$ cat config.mk
export PLATFORM = sky130hd
export DESIGN_NAME = apb_request_router_flat
export DESIGN_NICKNAME = d
export VERILOG_FILES = /design/src/cache_types_pkg.sv /design/src/cache_bank_if.sv /design/src/apb_request_router.sv /design/src/flat_wrapper.sv
export SDC_FILE = /design/constraint.sdc
export NUM_CORES = 1
export LEC_CHECK = 0
export BUFFER_PORTS_ARGS = -buffer_cell sky130_fd_sc_hd__buf_2
export CORE_AREA = 5 5 115 117
export DETAILED_ROUTE_END_ITERATION = 6
export DIE_AREA = 0 0 120 122
export HOLD_SLACK_MARGIN = 0.12
export PLACE_DENSITY = 0.57
export SYNTH_ARGS = -nofsm -noshare
export SYNTH_HDL_FRONTEND = slang
export SYNTH_SLANG_ARGS = --single-unit
$ cat constraint.sdc
create_clock -name CLK -period 4.37 [get_ports CLK]
set_input_delay 0.6555 -clock CLK [delete_from_list [all_inputs] [get_ports CLK]]
set_output_delay 0.6555 -clock CLK [all_outputs]
set_load 0.02 [all_outputs]
$ cat src/cache_types_pkg.sv
package cache_types_pkg;

    // ********************
    // geometry
    // ********************
    localparam int WORD_W            = 32;
    localparam int BLOCK_SIZE        = 4;  // words per block.
    localparam int BLOCK_OFF_LEN     = 2;
    localparam int NUM_WAYS          = 2;
    localparam int WAYS_LEN          = 1;
    localparam int NUM_SETS_PER_BANK = 4;
    localparam int BANKS_LEN         = 1;
    localparam int INDEX_LEN         = 3;  // index bit 0 picks the bank.
    localparam int TAG_LEN           = 32 - INDEX_LEN - BLOCK_OFF_LEN - 2;

    typedef logic [WORD_W-1:0]        word_t;
    typedef logic [TAG_LEN-1:0]       tag_t;
    typedef logic [INDEX_LEN-1:0]     index_t;
    typedef logic [BLOCK_OFF_LEN-1:0] offset_t;
    typedef logic [WAYS_LEN-1:0]      way_t;
    typedef logic [1:0]               age_t;  // saturates at 3.

    // ********************
    // structures
    // ********************
    typedef struct packed {
        tag_t       tag;
        index_t     index;
        offset_t    block_offset;
        logic [1:0] byte_offset;
    } cache_addr_t;

    typedef struct packed {
        logic                       valid;
        logic                       dirty;
        tag_t                       tag;
        word_t [BLOCK_SIZE-1:0]     block;
    } cache_frame_t;

    typedef struct packed {
        logic        valid;
        cache_addr_t block_addr;     // offsets are zero.
        logic        write_pending;  // miss came from a write.
    } mshr_entry_t;

    typedef enum logic [1:0] {
        IDLE,
        VICTIM_EJECT,
        BLOCK_PULL,
        FINISH
    } bank_state_t;

endpackage

$ cat src/cache_bank_if.sv
interface cache_bank_if;

    logic                        req_valid;  // one cycle per request.
    logic                        req_write;
    cache_types_pkg::cache_addr_t req_addr;
    cache_types_pkg::word_t      req_wdata;

    logic                        hit;        // same cycle as req_valid.
    cache_types_pkg::word_t      rdata;
    logic                        busy;
    logic                        fill_done;  // pulse on leaving FINISH.

    logic                        miss_alloc;
    cache_types_pkg::mshr_entry_t entry;

    modport router (
        output req_valid, req_write, req_addr, req_wdata, miss_alloc,
        input  hit, rdata, busy, fill_done
    );

    modport mshr (
        input  miss_alloc, req_write, req_addr, fill_done,
        output entry
    );

    modport bank (
        input  req_valid, req_write, req_addr, req_wdata, entry,
        output hit, rdata, busy, fill_done
    );

endinterface

$ cat src/apb_request_router.sv
module apb_request_router (
    input  logic                   CLK,
    input  logic                   nRST,
    input  logic                   PSEL,
    input  logic                   PENABLE,
    input  logic                   PWRITE,
    input  logic [31:0]            PADDR,
    input  cache_types_pkg::word_t PWDATA,
    output cache_types_pkg::word_t PRDATA,
    output logic                   PREADY,
    cache_bank_if.router           bank0,
    cache_bank_if.router           bank1
);

    typedef enum logic [1:0] {
        SETUP,
        LOOKUP,
        WAIT_FILL,
        REPLAY
    } router_state_t;

    router_state_t                state, next_state;
    cache_types_pkg::cache_addr_t addr;
    cache_types_pkg::word_t       rdata;
    logic                         sel;
    logic                         issue;
    logic                         hit;
    logic                         busy;
    logic                         fill_done;

    assign addr = cache_types_pkg::cache_addr_t'(PADDR);
    assign sel  = addr.index[0];

    assign hit       = sel ? bank1.hit       : bank0.hit;
    assign rdata     = sel ? bank1.rdata     : bank0.rdata;
    assign busy      = sel ? bank1.busy      : bank0.busy;
    assign fill_done = sel ? bank1.fill_done : bank0.fill_done;

    // APB holds address and data for the whole transfer.
    assign issue = ((state == SETUP) && PSEL && !busy) || (state == REPLAY);

    assign bank0.req_valid  = issue && !sel;
    assign bank1.req_valid  = issue && sel;
    assign bank0.miss_alloc = issue && !sel && !hit;
    assign bank1.miss_alloc = issue && sel && !hit;

    assign bank0.req_write = PWRITE;
    assign bank1.req_write = PWRITE;
    assign bank0.req_addr  = addr;
    assign bank1.req_addr  = addr;
    assign bank0.req_wdata = PWDATA;
    assign bank1.req_wdata = PWDATA;

    assign PREADY = (state == LOOKUP) && PENABLE;  // access phase of an answered lookup.

    always_comb begin
        next_state = state;
        case (state)
            SETUP, REPLAY: begin
                if (issue) begin
                    next_state = hit ? LOOKUP : WAIT_FILL;
                end
            end
            LOOKUP:    next_state = SETUP;
            WAIT_FILL: if (fill_done) next_state = REPLAY;
            default:   next_state = SETUP;
        endcase
    end

    always_ff @(posedge CLK, negedge nRST) begin
        if (!nRST) begin
            state <= SETUP;
        end else begin
            state <= next_state;
        end
    end

    always_ff @(posedge CLK) begin
        if (issue && hit && !PWRITE) begin
            PRDATA <= rdata;
        end
    end

endmodule

$ cat src/flat_wrapper.sv
// flat-port wrapper written by rule: the top's interface ports become plain ports
module apb_request_router_flat 
  (CLK, nRST, PSEL, PENABLE, PWRITE, PADDR, PWDATA, PRDATA, PREADY, bank0_req_valid, bank0_req_write, bank0_req_addr, bank0_req_wdata, bank0_miss_alloc, bank0_hit, bank0_rdata, bank0_busy, bank0_fill_done, bank1_req_valid, bank1_req_write, bank1_req_addr, bank1_req_wdata, bank1_miss_alloc, bank1_hit, bank1_rdata, bank1_busy, bank1_fill_done);
  cache_bank_if bank0_i ();
  cache_bank_if bank1_i ();
  input  logic CLK;
  input  logic nRST;
  input  logic PSEL;
  input  logic PENABLE;
  input  logic PWRITE;
  input  logic [31:0] PADDR;
  input  cache_types_pkg::word_t PWDATA;
  output cache_types_pkg::word_t PRDATA;
  output logic PREADY;
  output wire logic [$bits(bank0_i.req_valid)-1:0] bank0_req_valid;
  output wire logic [$bits(bank0_i.req_write)-1:0] bank0_req_write;
  output wire logic [$bits(bank0_i.req_addr)-1:0] bank0_req_addr;
  output wire logic [$bits(bank0_i.req_wdata)-1:0] bank0_req_wdata;
  output wire logic [$bits(bank0_i.miss_alloc)-1:0] bank0_miss_alloc;
  input wire logic [$bits(bank0_i.hit)-1:0] bank0_hit;
  input wire logic [$bits(bank0_i.rdata)-1:0] bank0_rdata;
  input wire logic [$bits(bank0_i.busy)-1:0] bank0_busy;
  input wire logic [$bits(bank0_i.fill_done)-1:0] bank0_fill_done;
  output wire logic [$bits(bank1_i.req_valid)-1:0] bank1_req_valid;
  output wire logic [$bits(bank1_i.req_write)-1:0] bank1_req_write;
  output wire logic [$bits(bank1_i.req_addr)-1:0] bank1_req_addr;
  output wire logic [$bits(bank1_i.req_wdata)-1:0] bank1_req_wdata;
  output wire logic [$bits(bank1_i.miss_alloc)-1:0] bank1_miss_alloc;
  input wire logic [$bits(bank1_i.hit)-1:0] bank1_hit;
  input wire logic [$bits(bank1_i.rdata)-1:0] bank1_rdata;
  input wire logic [$bits(bank1_i.busy)-1:0] bank1_busy;
  input wire logic [$bits(bank1_i.fill_done)-1:0] bank1_fill_done;
  assign bank0_req_valid = bank0_i.req_valid;
  assign bank0_req_write = bank0_i.req_write;
  assign bank0_req_addr = bank0_i.req_addr;
  assign bank0_req_wdata = bank0_i.req_wdata;
  assign bank0_miss_alloc = bank0_i.miss_alloc;
  assign bank0_i.hit = bank0_hit;
  assign bank0_i.rdata = bank0_rdata;
  assign bank0_i.busy = bank0_busy;
  assign bank0_i.fill_done = bank0_fill_done;
  assign bank1_req_valid = bank1_i.req_valid;
  assign bank1_req_write = bank1_i.req_write;
  assign bank1_req_addr = bank1_i.req_addr;
  assign bank1_req_wdata = bank1_i.req_wdata;
  assign bank1_miss_alloc = bank1_i.miss_alloc;
  assign bank1_i.hit = bank1_hit;
  assign bank1_i.rdata = bank1_rdata;
  assign bank1_i.busy = bank1_busy;
  assign bank1_i.fill_done = bank1_fill_done;
  apb_request_router u_core (.CLK(CLK), .nRST(nRST), .PSEL(PSEL), .PENABLE(PENABLE), .PWRITE(PWRITE), .PADDR(PADDR), .PWDATA(PWDATA), .PRDATA(PRDATA), .PREADY(PREADY), .bank0(bank0_i), .bank1(bank1_i));
endmodule
==> summary.txt, run 1 <==
Register area share after synthesis - 38.5%
First-pass GRT wire length - 9.69 mm
Initial Util - 21.4%
Vias in the first global route - 1454
Fraction of registers with async set/reset - 5.88%
PostCTS Resize Cnt - 0
Largest net degree at the start of global routing - 42
IO Pins - 306
Syn Area/Cell - 11.4 µm²
Clock latency on the worst-skew pair - 0.27 ns
NetSw - 0.324 mW
DRT Wirelength - 7.11 mm
Post-Synthesis Cells - 230
Remaining antenna violation count - 0
Initial antenna violation count - 0
Die height - 122 µm
Sequential Power Share - 39.7%
Final WS setup - 1.77 ns
Met3 Usage GRT - 6.92%
Logic pwr share - 30.6%
Ranking of synthesized cells by area - buf_4, edfxtp_1, mux2_2, dfrtp_1, ha_1
Dpl cells - 364
Pre-antenna DRT Iters - 4
Max Slew Vio Count - 0
RR Startpoint - u_core.state[0]
Std-Cell Rows - 41
DR vias - 1446
Pleak - 1.10 nW
Overall overflow remaining after global route - 0
Via density per instance - 3.89
Met2 usage - 15.0%
Initial DRC Count - 57
ANT cells - 0
Post-route cell area - 2540 µm²
Yosys reg bits - 34
Hold bufs inserted after CTS - 0
Post-synth EDFFs - 32
Critical Path Start - PADDR[4]
CTS tree - built
Worst rel slew slack - 64.3%
Syn. warnings - 0
Crit path capture type - output port
Placed Area - 2410 µm²
Share of layout cells above drive strength 1 - 72.1%
CTS H-tree lvls - 2
Register Area - 1010 µm²
Final core occ - 20.7%
Die area - 14600 µm²
PD cells - 423 nW/µm²
Worst vdd ir - 113 µV
Sw Share - 30.1%
Clock share of power - 29.7%
CTS clk-pin slew, worst paths - 0.05 ns
Setup Buffers After CTS - 0
Post-DP HPWL - 6.26 mm
Final #Nets - 364
Hold WS - 0.163 ns
Placer Congestion - 0.716
Multi-input gate area - 597 µm²
Power Total - 1.08 mW
Filler cell count - 1316
Die W - 120 µm
Met1 Usage GRT - 6.96%
Final hold violations - 0
Total Routing Usage GR - 8.92%
Share of the synthesized area in the top cell type - 38.3%
Core Area - 12300 µm²
DR DRC count - 0
Clk buf depth - 2
Endpoints failing setup - 0
Yosys top cell by area - buf_4
RSZ-0062 raised after global routing - false
Slew @ Worst Pin - 0.521 ns
Clock skew - 0.00489 ns
Crit path launch type - primary input
Buffers on Ports - 116
Post-Syn Nets - 373
Hold Crit Class - primary input to asynchronous set/reset pin
Crit-path max FO - 4
Most frequent cells after synthesis - buf_4, edfxtp_1, mux2_2
Tcrit/Tclk final - 59.4%
Finished Layout Cells - 372
Root buffer cell - clkbuf_16
Maximum clock rate - 385 MHz
Final TNS setup - 0 ns
Maxcap violations - 0
Mean routed wirelength per cell - 19.1 µm
Worst path arrival time - 1.94 ns
Ys flop type - edfxtp_1
Mapped Area - 2620 µm²
Gr busiest metal - met2
Status - finished clean
Area grow syn2layout - -3.05%
CTS buffer count - 5
Final critical-path required period - 2.60 ns
Critical Path RT - 3.71 ns
Most common cell in the netlist - buf_4
CTS Sinks - 34
Crit path kind - primary input to output port
Int Power - 0.752 mW
Library cells used by synthesis - 20
Post-place setup slack - 1.75 ns
[worst paths after layout]
check                           cells after the start  slack (ns)                 to
max in group asynchronous                           1        4.11    u_core.state[0]
worst min-delay path                                1        0.16    u_core.state[1]
worst max-delay path                                5        1.77   bank1_miss_alloc
worst min register to register                      2        0.76    u_core.state[1]
min in group CLK                                    2        0.69   u_core.PRDATA[7]
worst max register to register                      6        2.29  u_core.PRDATA[10]
[logic make-up (layout without fill, tap and decap cells)]
| family | Yosys count | in the layout | synth area share (%) |
|---|---|---|---|
| buffers and inverters | 138 | 130 | 38.9 |
| muxes | 36 | 36 | 15.5 |
| adders and majority gates | 4 | 4 | 1.91 |
| DFF | 34 | 34 | 38.5 |
| and+or+nand+nor | 8 | 8 | 1.76 |
| AOI/OAI and AO/OA | 10 | 10 | 3.43 |
[registers in the layout, indices dropped and copies added (netlist names)]
register and flops:
u_core.PRDATA 32, u_core.state 2
[power groups by stage]
stage	Clock, mW	Sequential (mW)	Combinational (mW)
2_1_floorplan	0	0.465	0.354
3_3_place_gp	0	0.432	0.325
3_5_place_dp	0	0.434	0.333
4_1_cts	0.333	0.427	0.334
5_1_grt	0.341	0.433	0.366
6_report	0.320	0.427	0.329
[area by class of cell]
type                       instances  area share, %
inverter                           4          0.590
tap                              150           7.38
clock buffer                       6           5.07
multi-input combinational         58           23.5
clock inverter                     2          0.344
sequential                        34           39.7
timing repair buffer             118           23.4
[critical path, cell delays in order]
cell and delay, ns:
buf_2 0.09, mux2i_1 0.47, a21oi_1 0.27, nor3b_1 0.24, buf_2 0.20
[per-layer routing]
layer	up-vias	share of wire, %
li1	629	-
met1	586	26
met2	204	47
met3	27	22
met4	0	5.1
met5	-	0
[placed cells by master, fill, tap and decap left out, types with 2 or more instances in the layout]
| cell type | instances |
|---|---|
| clkbuf_16 | 5 |
| mux2_2 | 32 |
| inv_1 | 4 |
| dfrtp_1 | 2 |
| buf_4 | 2 |
| and2_1 | 2 |
| ha_1 | 4 |
| o31ai_1 | 2 |
| a2111oi_2 | 2 |
| edfxtp_1 | 32 |
| mux2i_1 | 3 |
| buf_2 | 116 |
| a211oi_1 | 3 |
No activity file was read; power rests on OpenSTA's default activity.
==> inputs of run 2 (changes only) <==
Clock period 4.37 ns to 2.4 ns, I/O delays scaled along.
==> summary.txt, run 2 (synthesis results as in run 1) <==
ANT cells - 0 (unchanged)
Hold WS - 0.390 ns (was 0.163 ns)
PD cells - 772 nW/µm² (was 423 nW/µm²)
Tcrit/Tclk final - 90.3%
Post-place setup slack - 0.282 ns (was 1.75 ns)
Placer Congestion - 0.737 (was 0.716)
Largest regs - u_core.PRDATA: 32 flops, u_core.state: 2 flops (unchanged)
Reg2Reg Depth - 6 (unchanged)
Largest net degree at the start of global routing - 42 (unchanged)
Endpoints failing setup - 0 (unchanged)
Dpl cells - 365 (was 364)
Final TNS setup - 0 ns (unchanged)
HP Start - bank1_rdata[17]
CTS clk-pin slew, worst paths - 0.05 ns (about the same)
Worst path arrival time - 1.81 ns (was 1.94 ns)
R2r endpoint - u_core.PRDATA[20] (was u_core.PRDATA[10])
Max Slew Vio Count - 0 (unchanged)
Critical Path RT - 2.04 ns (was 3.71 ns)
IO Pins - 306 (unchanged)
CTS Sinks - 34 (unchanged)
Status - finished clean (unchanged)
Placed Area - 2420 µm² (was 2410 µm²)
Hold Crit Class - primary input to flop (was primary input to asynchronous set/reset pin)
Die height - 122 µm (unchanged)
Final hold violations - 0 (unchanged)
Power Total - 1.99 mW (was 1.08 mW)
Final WS setup - 0.232 ns (was 1.77 ns)
Worst vdd ir - 260 µV (was 113 µV)
DR DRC count - 0 (unchanged)
Post-DP HPWL - 6.74 mm (was 6.26 mm)
Final critical-path required period - 2.17 ns
Clock latency on the worst-skew pair - 0.27 ns (about the same)
Clk buf depth - 2 (unchanged)
Buffers on Ports - 116 (unchanged)
Clock skew - 0.00528 ns (was 0.00489 ns)
Mean routed wirelength per cell - 20.4 µm (was 19.1 µm)
Filler cell count - 1340 (was 1316)
Area grow syn2layout - -2.00% (was -3.05%)
Std-Cell Rows - 41 (unchanged)
RR Startpoint - u_core.state[0] (unchanged)
Root buffer cell - clkbuf_16 (unchanged)
Slew @ Worst Pin - 0.490 ns (was 0.521 ns)
Die area - 14600 µm² (unchanged)
Remaining antenna violation count - 0 (unchanged)
Crit path kind - flop to output port (was primary input to output port)
Maxcap violations - 0 (unchanged)
Total Routing Usage GR - 9.32% (was 8.92%)
DR vias - 1446 (unchanged)
Share of layout cells above drive strength 1 - 72.3% (was 72.1%)
Overall overflow remaining after global route - 0 (unchanged)
Finished Layout Cells - 374 (was 372)
Worst rel slew slack - 67.3% (was 64.3%)
DRT Wirelength - 7.62 mm (was 7.11 mm)
Max reg flops - 32 (unchanged)
CTS H-tree lvls - 2 (unchanged)
Pre-antenna DRT Iters - 4 (unchanged)
Die W - 120 µm (unchanged)
Initial antenna violation count - 0 (unchanged)
Crit-path max FO - 5 (was 4)
Most frequent cells in the layout - buf_2, mux2_2, edfxtp_1 (unchanged)
Vias in the first global route - 1510 (was 1454)
Top reg by flops - u_core.PRDATA (unchanged)
Hold Path Cell Cnt - 2
First-pass GRT wire length - 9.94 mm (was 9.69 mm)
Pleak - 1.12 nW (was 1.10 nW)
Via density per instance - 3.87 (was 3.89)
CTS tree - built (unchanged)
Maximum clock rate - 461 MHz
Hold EP - u_core.PRDATA[17]
Initial DRC Count - 9 (was 57)
Crit path launch type - flop (was primary input)
Post-route cell area - 2570 µm² (was 2540 µm²)
Final #Nets - 366 (was 364)
Crit path capture type - output port (unchanged)
Final core occ - 21.0% (was 20.7%)
Core Area - 12300 µm² (unchanged)
Setup Buffers After CTS - 0 (unchanged)
R2r setup slk - 0.37 ns (was 2.29 ns)
Leading cell type in the layout, fill and taps excluded - buf_2 (unchanged)
CTS buffer count - 5 (unchanged)
Initial Util - 21.4% (unchanged)
RSZ-0062 raised after global routing - false (unchanged)
[run 2: routing by layer]
metal,vias to the layer above,GRT usage [%],routed length [µm]
li1,632,-,-
met1,590,6.48,1860
met2,209,16.3,3660
met3,15,9.47,1890
met4,0,3.94,198
met5,-,0,0
[run 2: how the worst max path moves through the flow]
stage,endpoint,from,depth (start not counted),slack [ns]
2_1_floorplan,u_core.PRDATA[0],u_core.state[0],5,0.10
3_3_place_gp,u_core.PRDATA[17],u_core.state[0],6,0.34
3_5_place_dp,u_core.PRDATA[17],u_core.state[0],6,0.28
4_1_cts,bank1_miss_alloc,u_core.state[0],6,0.05
5_1_grt,bank1_miss_alloc,u_core.state[0],6,0.09
6_report,bank1_miss_alloc,u_core.state[0],6,0.23
[run 2: worst max-delay path, stage by stage (launching register included)]
cell and delay (ns):
dfrtp_1 0.43, inv_1 0.09, ha_1 0.19, and2_0 0.22, a21oi_2 0.34, nor3b_1 0.09
buf_2 0.17
[run 2: power by group]
part / switching [mW] / internal, mW
clock: 0.215 / 0.378
combinational: 0.360 / 0.257
sequential: 0.0367 / 0.739
total: 0.612 / 1.37
[run 2: cell type report]
class	count	area, µm²	share of cell area [%]
inverters	4	15.0	0.584
clock buffers	6	129	5.01
multi-input cells	58	607	23.6
flip-flops and latches	34	1010	39.3
repair buffers	120	613	23.8
clock inverters	2	8.76	0.341
well taps	150	188	7.30
[run 2: repair_timing]
item,4_1_cts,5_1_grt
endpoints found under the setup margin,0,3
hold buffers,1,0
endpoints found under the hold margin,2,0
resized for setup,0,1
==> inputs of run 3 (changes only) <==
Settings changed: CORE_AREA 5 5 115 117 to 5 5 116 118, DIE_AREA 0 0 120 122 to 0 0 121 123, PLACE_DENSITY 0.57 to 0.56.
Clock period 2.4 ns to 2.65 ns, I/O delays scaled along.
==> summary.txt, run 3 (synthesis results as in run 1) <==
Status - finished clean (unchanged)
PostCTS Resize Cnt - 0 (unchanged)
DR vias - 1456 (was 1446)
Hold WS - 0.419 ns (was 0.390 ns)
Max incr delay on CP - 0.46 ns (was 0.43 ns)
Post-place setup slack - 0.492 ns (was 0.282 ns)
Final TNS setup - 0 ns (unchanged)
Pleak - 1.11 nW (was 1.12 nW)
Dpl cells - 386 (was 365)
Crit-path max FO - 5 (unchanged)
Std-Cell Rows - 41 (unchanged)
Crit path kind - flop to output port (unchanged)
Power Total - 1.80 mW (was 1.99 mW)
Tcrit/Tclk final - 89.1%
Crit path cell chain - inv_1, ha_1, and2_0, a21oi_1, nor3b_1, buf_2 (was inv_1, ha_1, and2_0, a21oi_2, nor3b_1, buf_2)
Core Area - 12400 µm² (was 12300 µm²)
Initial antenna violation count - 0 (unchanged)
Crit path launch type - flop (unchanged)
Mean routed wirelength per cell - 19.7 µm (was 20.4 µm)
Worst rel slew slack - 66.2% (was 67.3%)
Die W - 121 µm (was 120 µm)
RSZ-0062 raised after global routing - false (unchanged)
Die area - 14900 µm² (was 14600 µm²)
Overall overflow remaining after global route - 0 (unchanged)
Leading cell type in the layout, fill and taps excluded - buf_2 (unchanged)
Maxcap violations - 0 (unchanged)
Clock latency on the worst-skew pair - 0.28 ns (was 0.27 ns)
Maximum clock rate - 424 MHz
CTS buffer count - 5 (unchanged)
Worst vdd ir - 441 µV (was 260 µV)
Post-DP HPWL - 6.87 mm (was 6.74 mm)
Crit path capture type - output port (unchanged)
Final critical-path required period - 2.36 ns
Top reg by flops - u_core.PRDATA (unchanged)
Finished Layout Cells - 395 (was 374)
Worst path arrival time - 1.96 ns (was 1.81 ns)
Die height - 123 µm (was 122 µm)
DRT Wirelength - 7.77 mm (was 7.62 mm)
Initial Util - 21.2% (was 21.4%)
Remaining antenna violation count - 0 (unchanged)
Largest net degree at the start of global routing - 42 (unchanged)
Largest regs - u_core.PRDATA: 32 flops, u_core.state: 2 flops (unchanged)
Placed Area - 2440 µm² (was 2420 µm²)
Max reg flops - 32 (unchanged)
Total Routing Usage GR - 9.57% (was 9.32%)
Max Slew Vio Count - 0 (unchanged)
Endpoints failing setup - 0 (unchanged)
Placer Congestion - 0.722 (was 0.737)
Via density per instance - 3.69 (was 3.87)
CTS clk-pin slew, worst paths - 0.06 ns (was 0.05 ns)
Final core occ - 21.0% (about the same)
Vias in the first global route - 1515 (was 1510)
Critical Path RT - 2.25 ns (was 2.04 ns)
Clock skew - 0.00745 ns (was 0.00528 ns)
Clk buf depth - 2 (unchanged)
CTS Sinks - 34 (unchanged)
Filler cell count - 1345 (was 1340)
Root buffer cell - clkbuf_16 (unchanged)
DR DRC count - 0 (unchanged)
Final hold violations - 0 (unchanged)
Final #Nets - 365 (was 366)
Post-route cell area - 2590 µm² (was 2570 µm²)
Kind of cell adding the most delay to the critical path - flip-flops (unchanged)
Slew @ Worst Pin - 0.507 ns (was 0.490 ns)
Final WS setup - 0.289 ns (was 0.232 ns)
Share of layout cells above drive strength 1 - 72.2% (was 72.3%)
CTS tree - built (unchanged)
CTS H-tree lvls - 2 (unchanged)
Most frequent cells in the layout - buf_2, mux2_2, edfxtp_1 (unchanged)
Critical path buffers and inverters - 2 (unchanged)
Area grow syn2layout - -1.24% (was -2.00%)
ANT cells - 0 (unchanged)
PD cells - 694 nW/µm² (was 772 nW/µm²)
First-pass GRT wire length - 10.2 mm (was 9.94 mm)
Initial DRC Count - 62 (was 9)
Hold Crit Class - primary input to flop (unchanged)
Buffers on Ports - 116 (unchanged)
Highest-delay cell along the critical path - dfrtp_1 (unchanged)
IO Pins - 306 (unchanged)
Pre-antenna DRT Iters - 4 (unchanged)
run 3: changes by cell type in the layout (fill, tap and decap cells not counted), sizes merged:
cell,delta
buf,-1
clkinvlp,+1
clkbuf,-1
run 3: power by group:
part | internal, mW | switching (mW) | total, mW
Combinational | 0.230 | 0.315 | 0.544
Clock | 0.342 | 0.207 | 0.549
Sequential | 0.669 | 0.0368 | 0.705
Total | 1.24 | 0.559 | 1.80
run 3: worst paths after layout:
kind | from | end | slack [ns] | depth (start not counted)
setup / recovery | u_core.state[0] | bank1_miss_alloc | 0.29 | 6
hold / removal | bank0_rdata[12] | u_core.PRDATA[12] | 0.42 | 2
setup reg to reg | u_core.state[0] | u_core.PRDATA[28] | 0.54 | 6
hold reg to reg | u_core.state[1] | u_core.state[1] | 0.75 | 2
max in group asynchronous | nRST | u_core.state[1] | 2.07 | 2
min in group asynchronous | nRST | u_core.state[0] | 0.48 | 2
run 3: per-layer routing:
metal | vias to the layer above | track usage (%) | routed length [µm]
li1 | 627 | - | -
met4 | 2 | 6.23 | 385
met1 | 596 | 6.73 | 1890
met2 | 206 | 16.0 | 3770
met5 | - | 2.43 | 46
met3 | 25 | 8.78 | 1670
run 3: area by class of cell:
class,instances,area [µm²],share of cell area (%)
sequential,34,1010,39.0
timing repair buffer,119,606,23.4
multi-input combinational,58,603,23.3
tap,172,215,8.31
clock buffer,5,125,4.83
clock inverter,3,16.3,0.628
inverter,4,15.0,0.579
run 3: what timing repair did:
item / 4_1_cts / 5_1_grt
setup buffers: 0 / 0
hold buffers: 1 / 0
endpoints found under the hold margin: 2 / 0
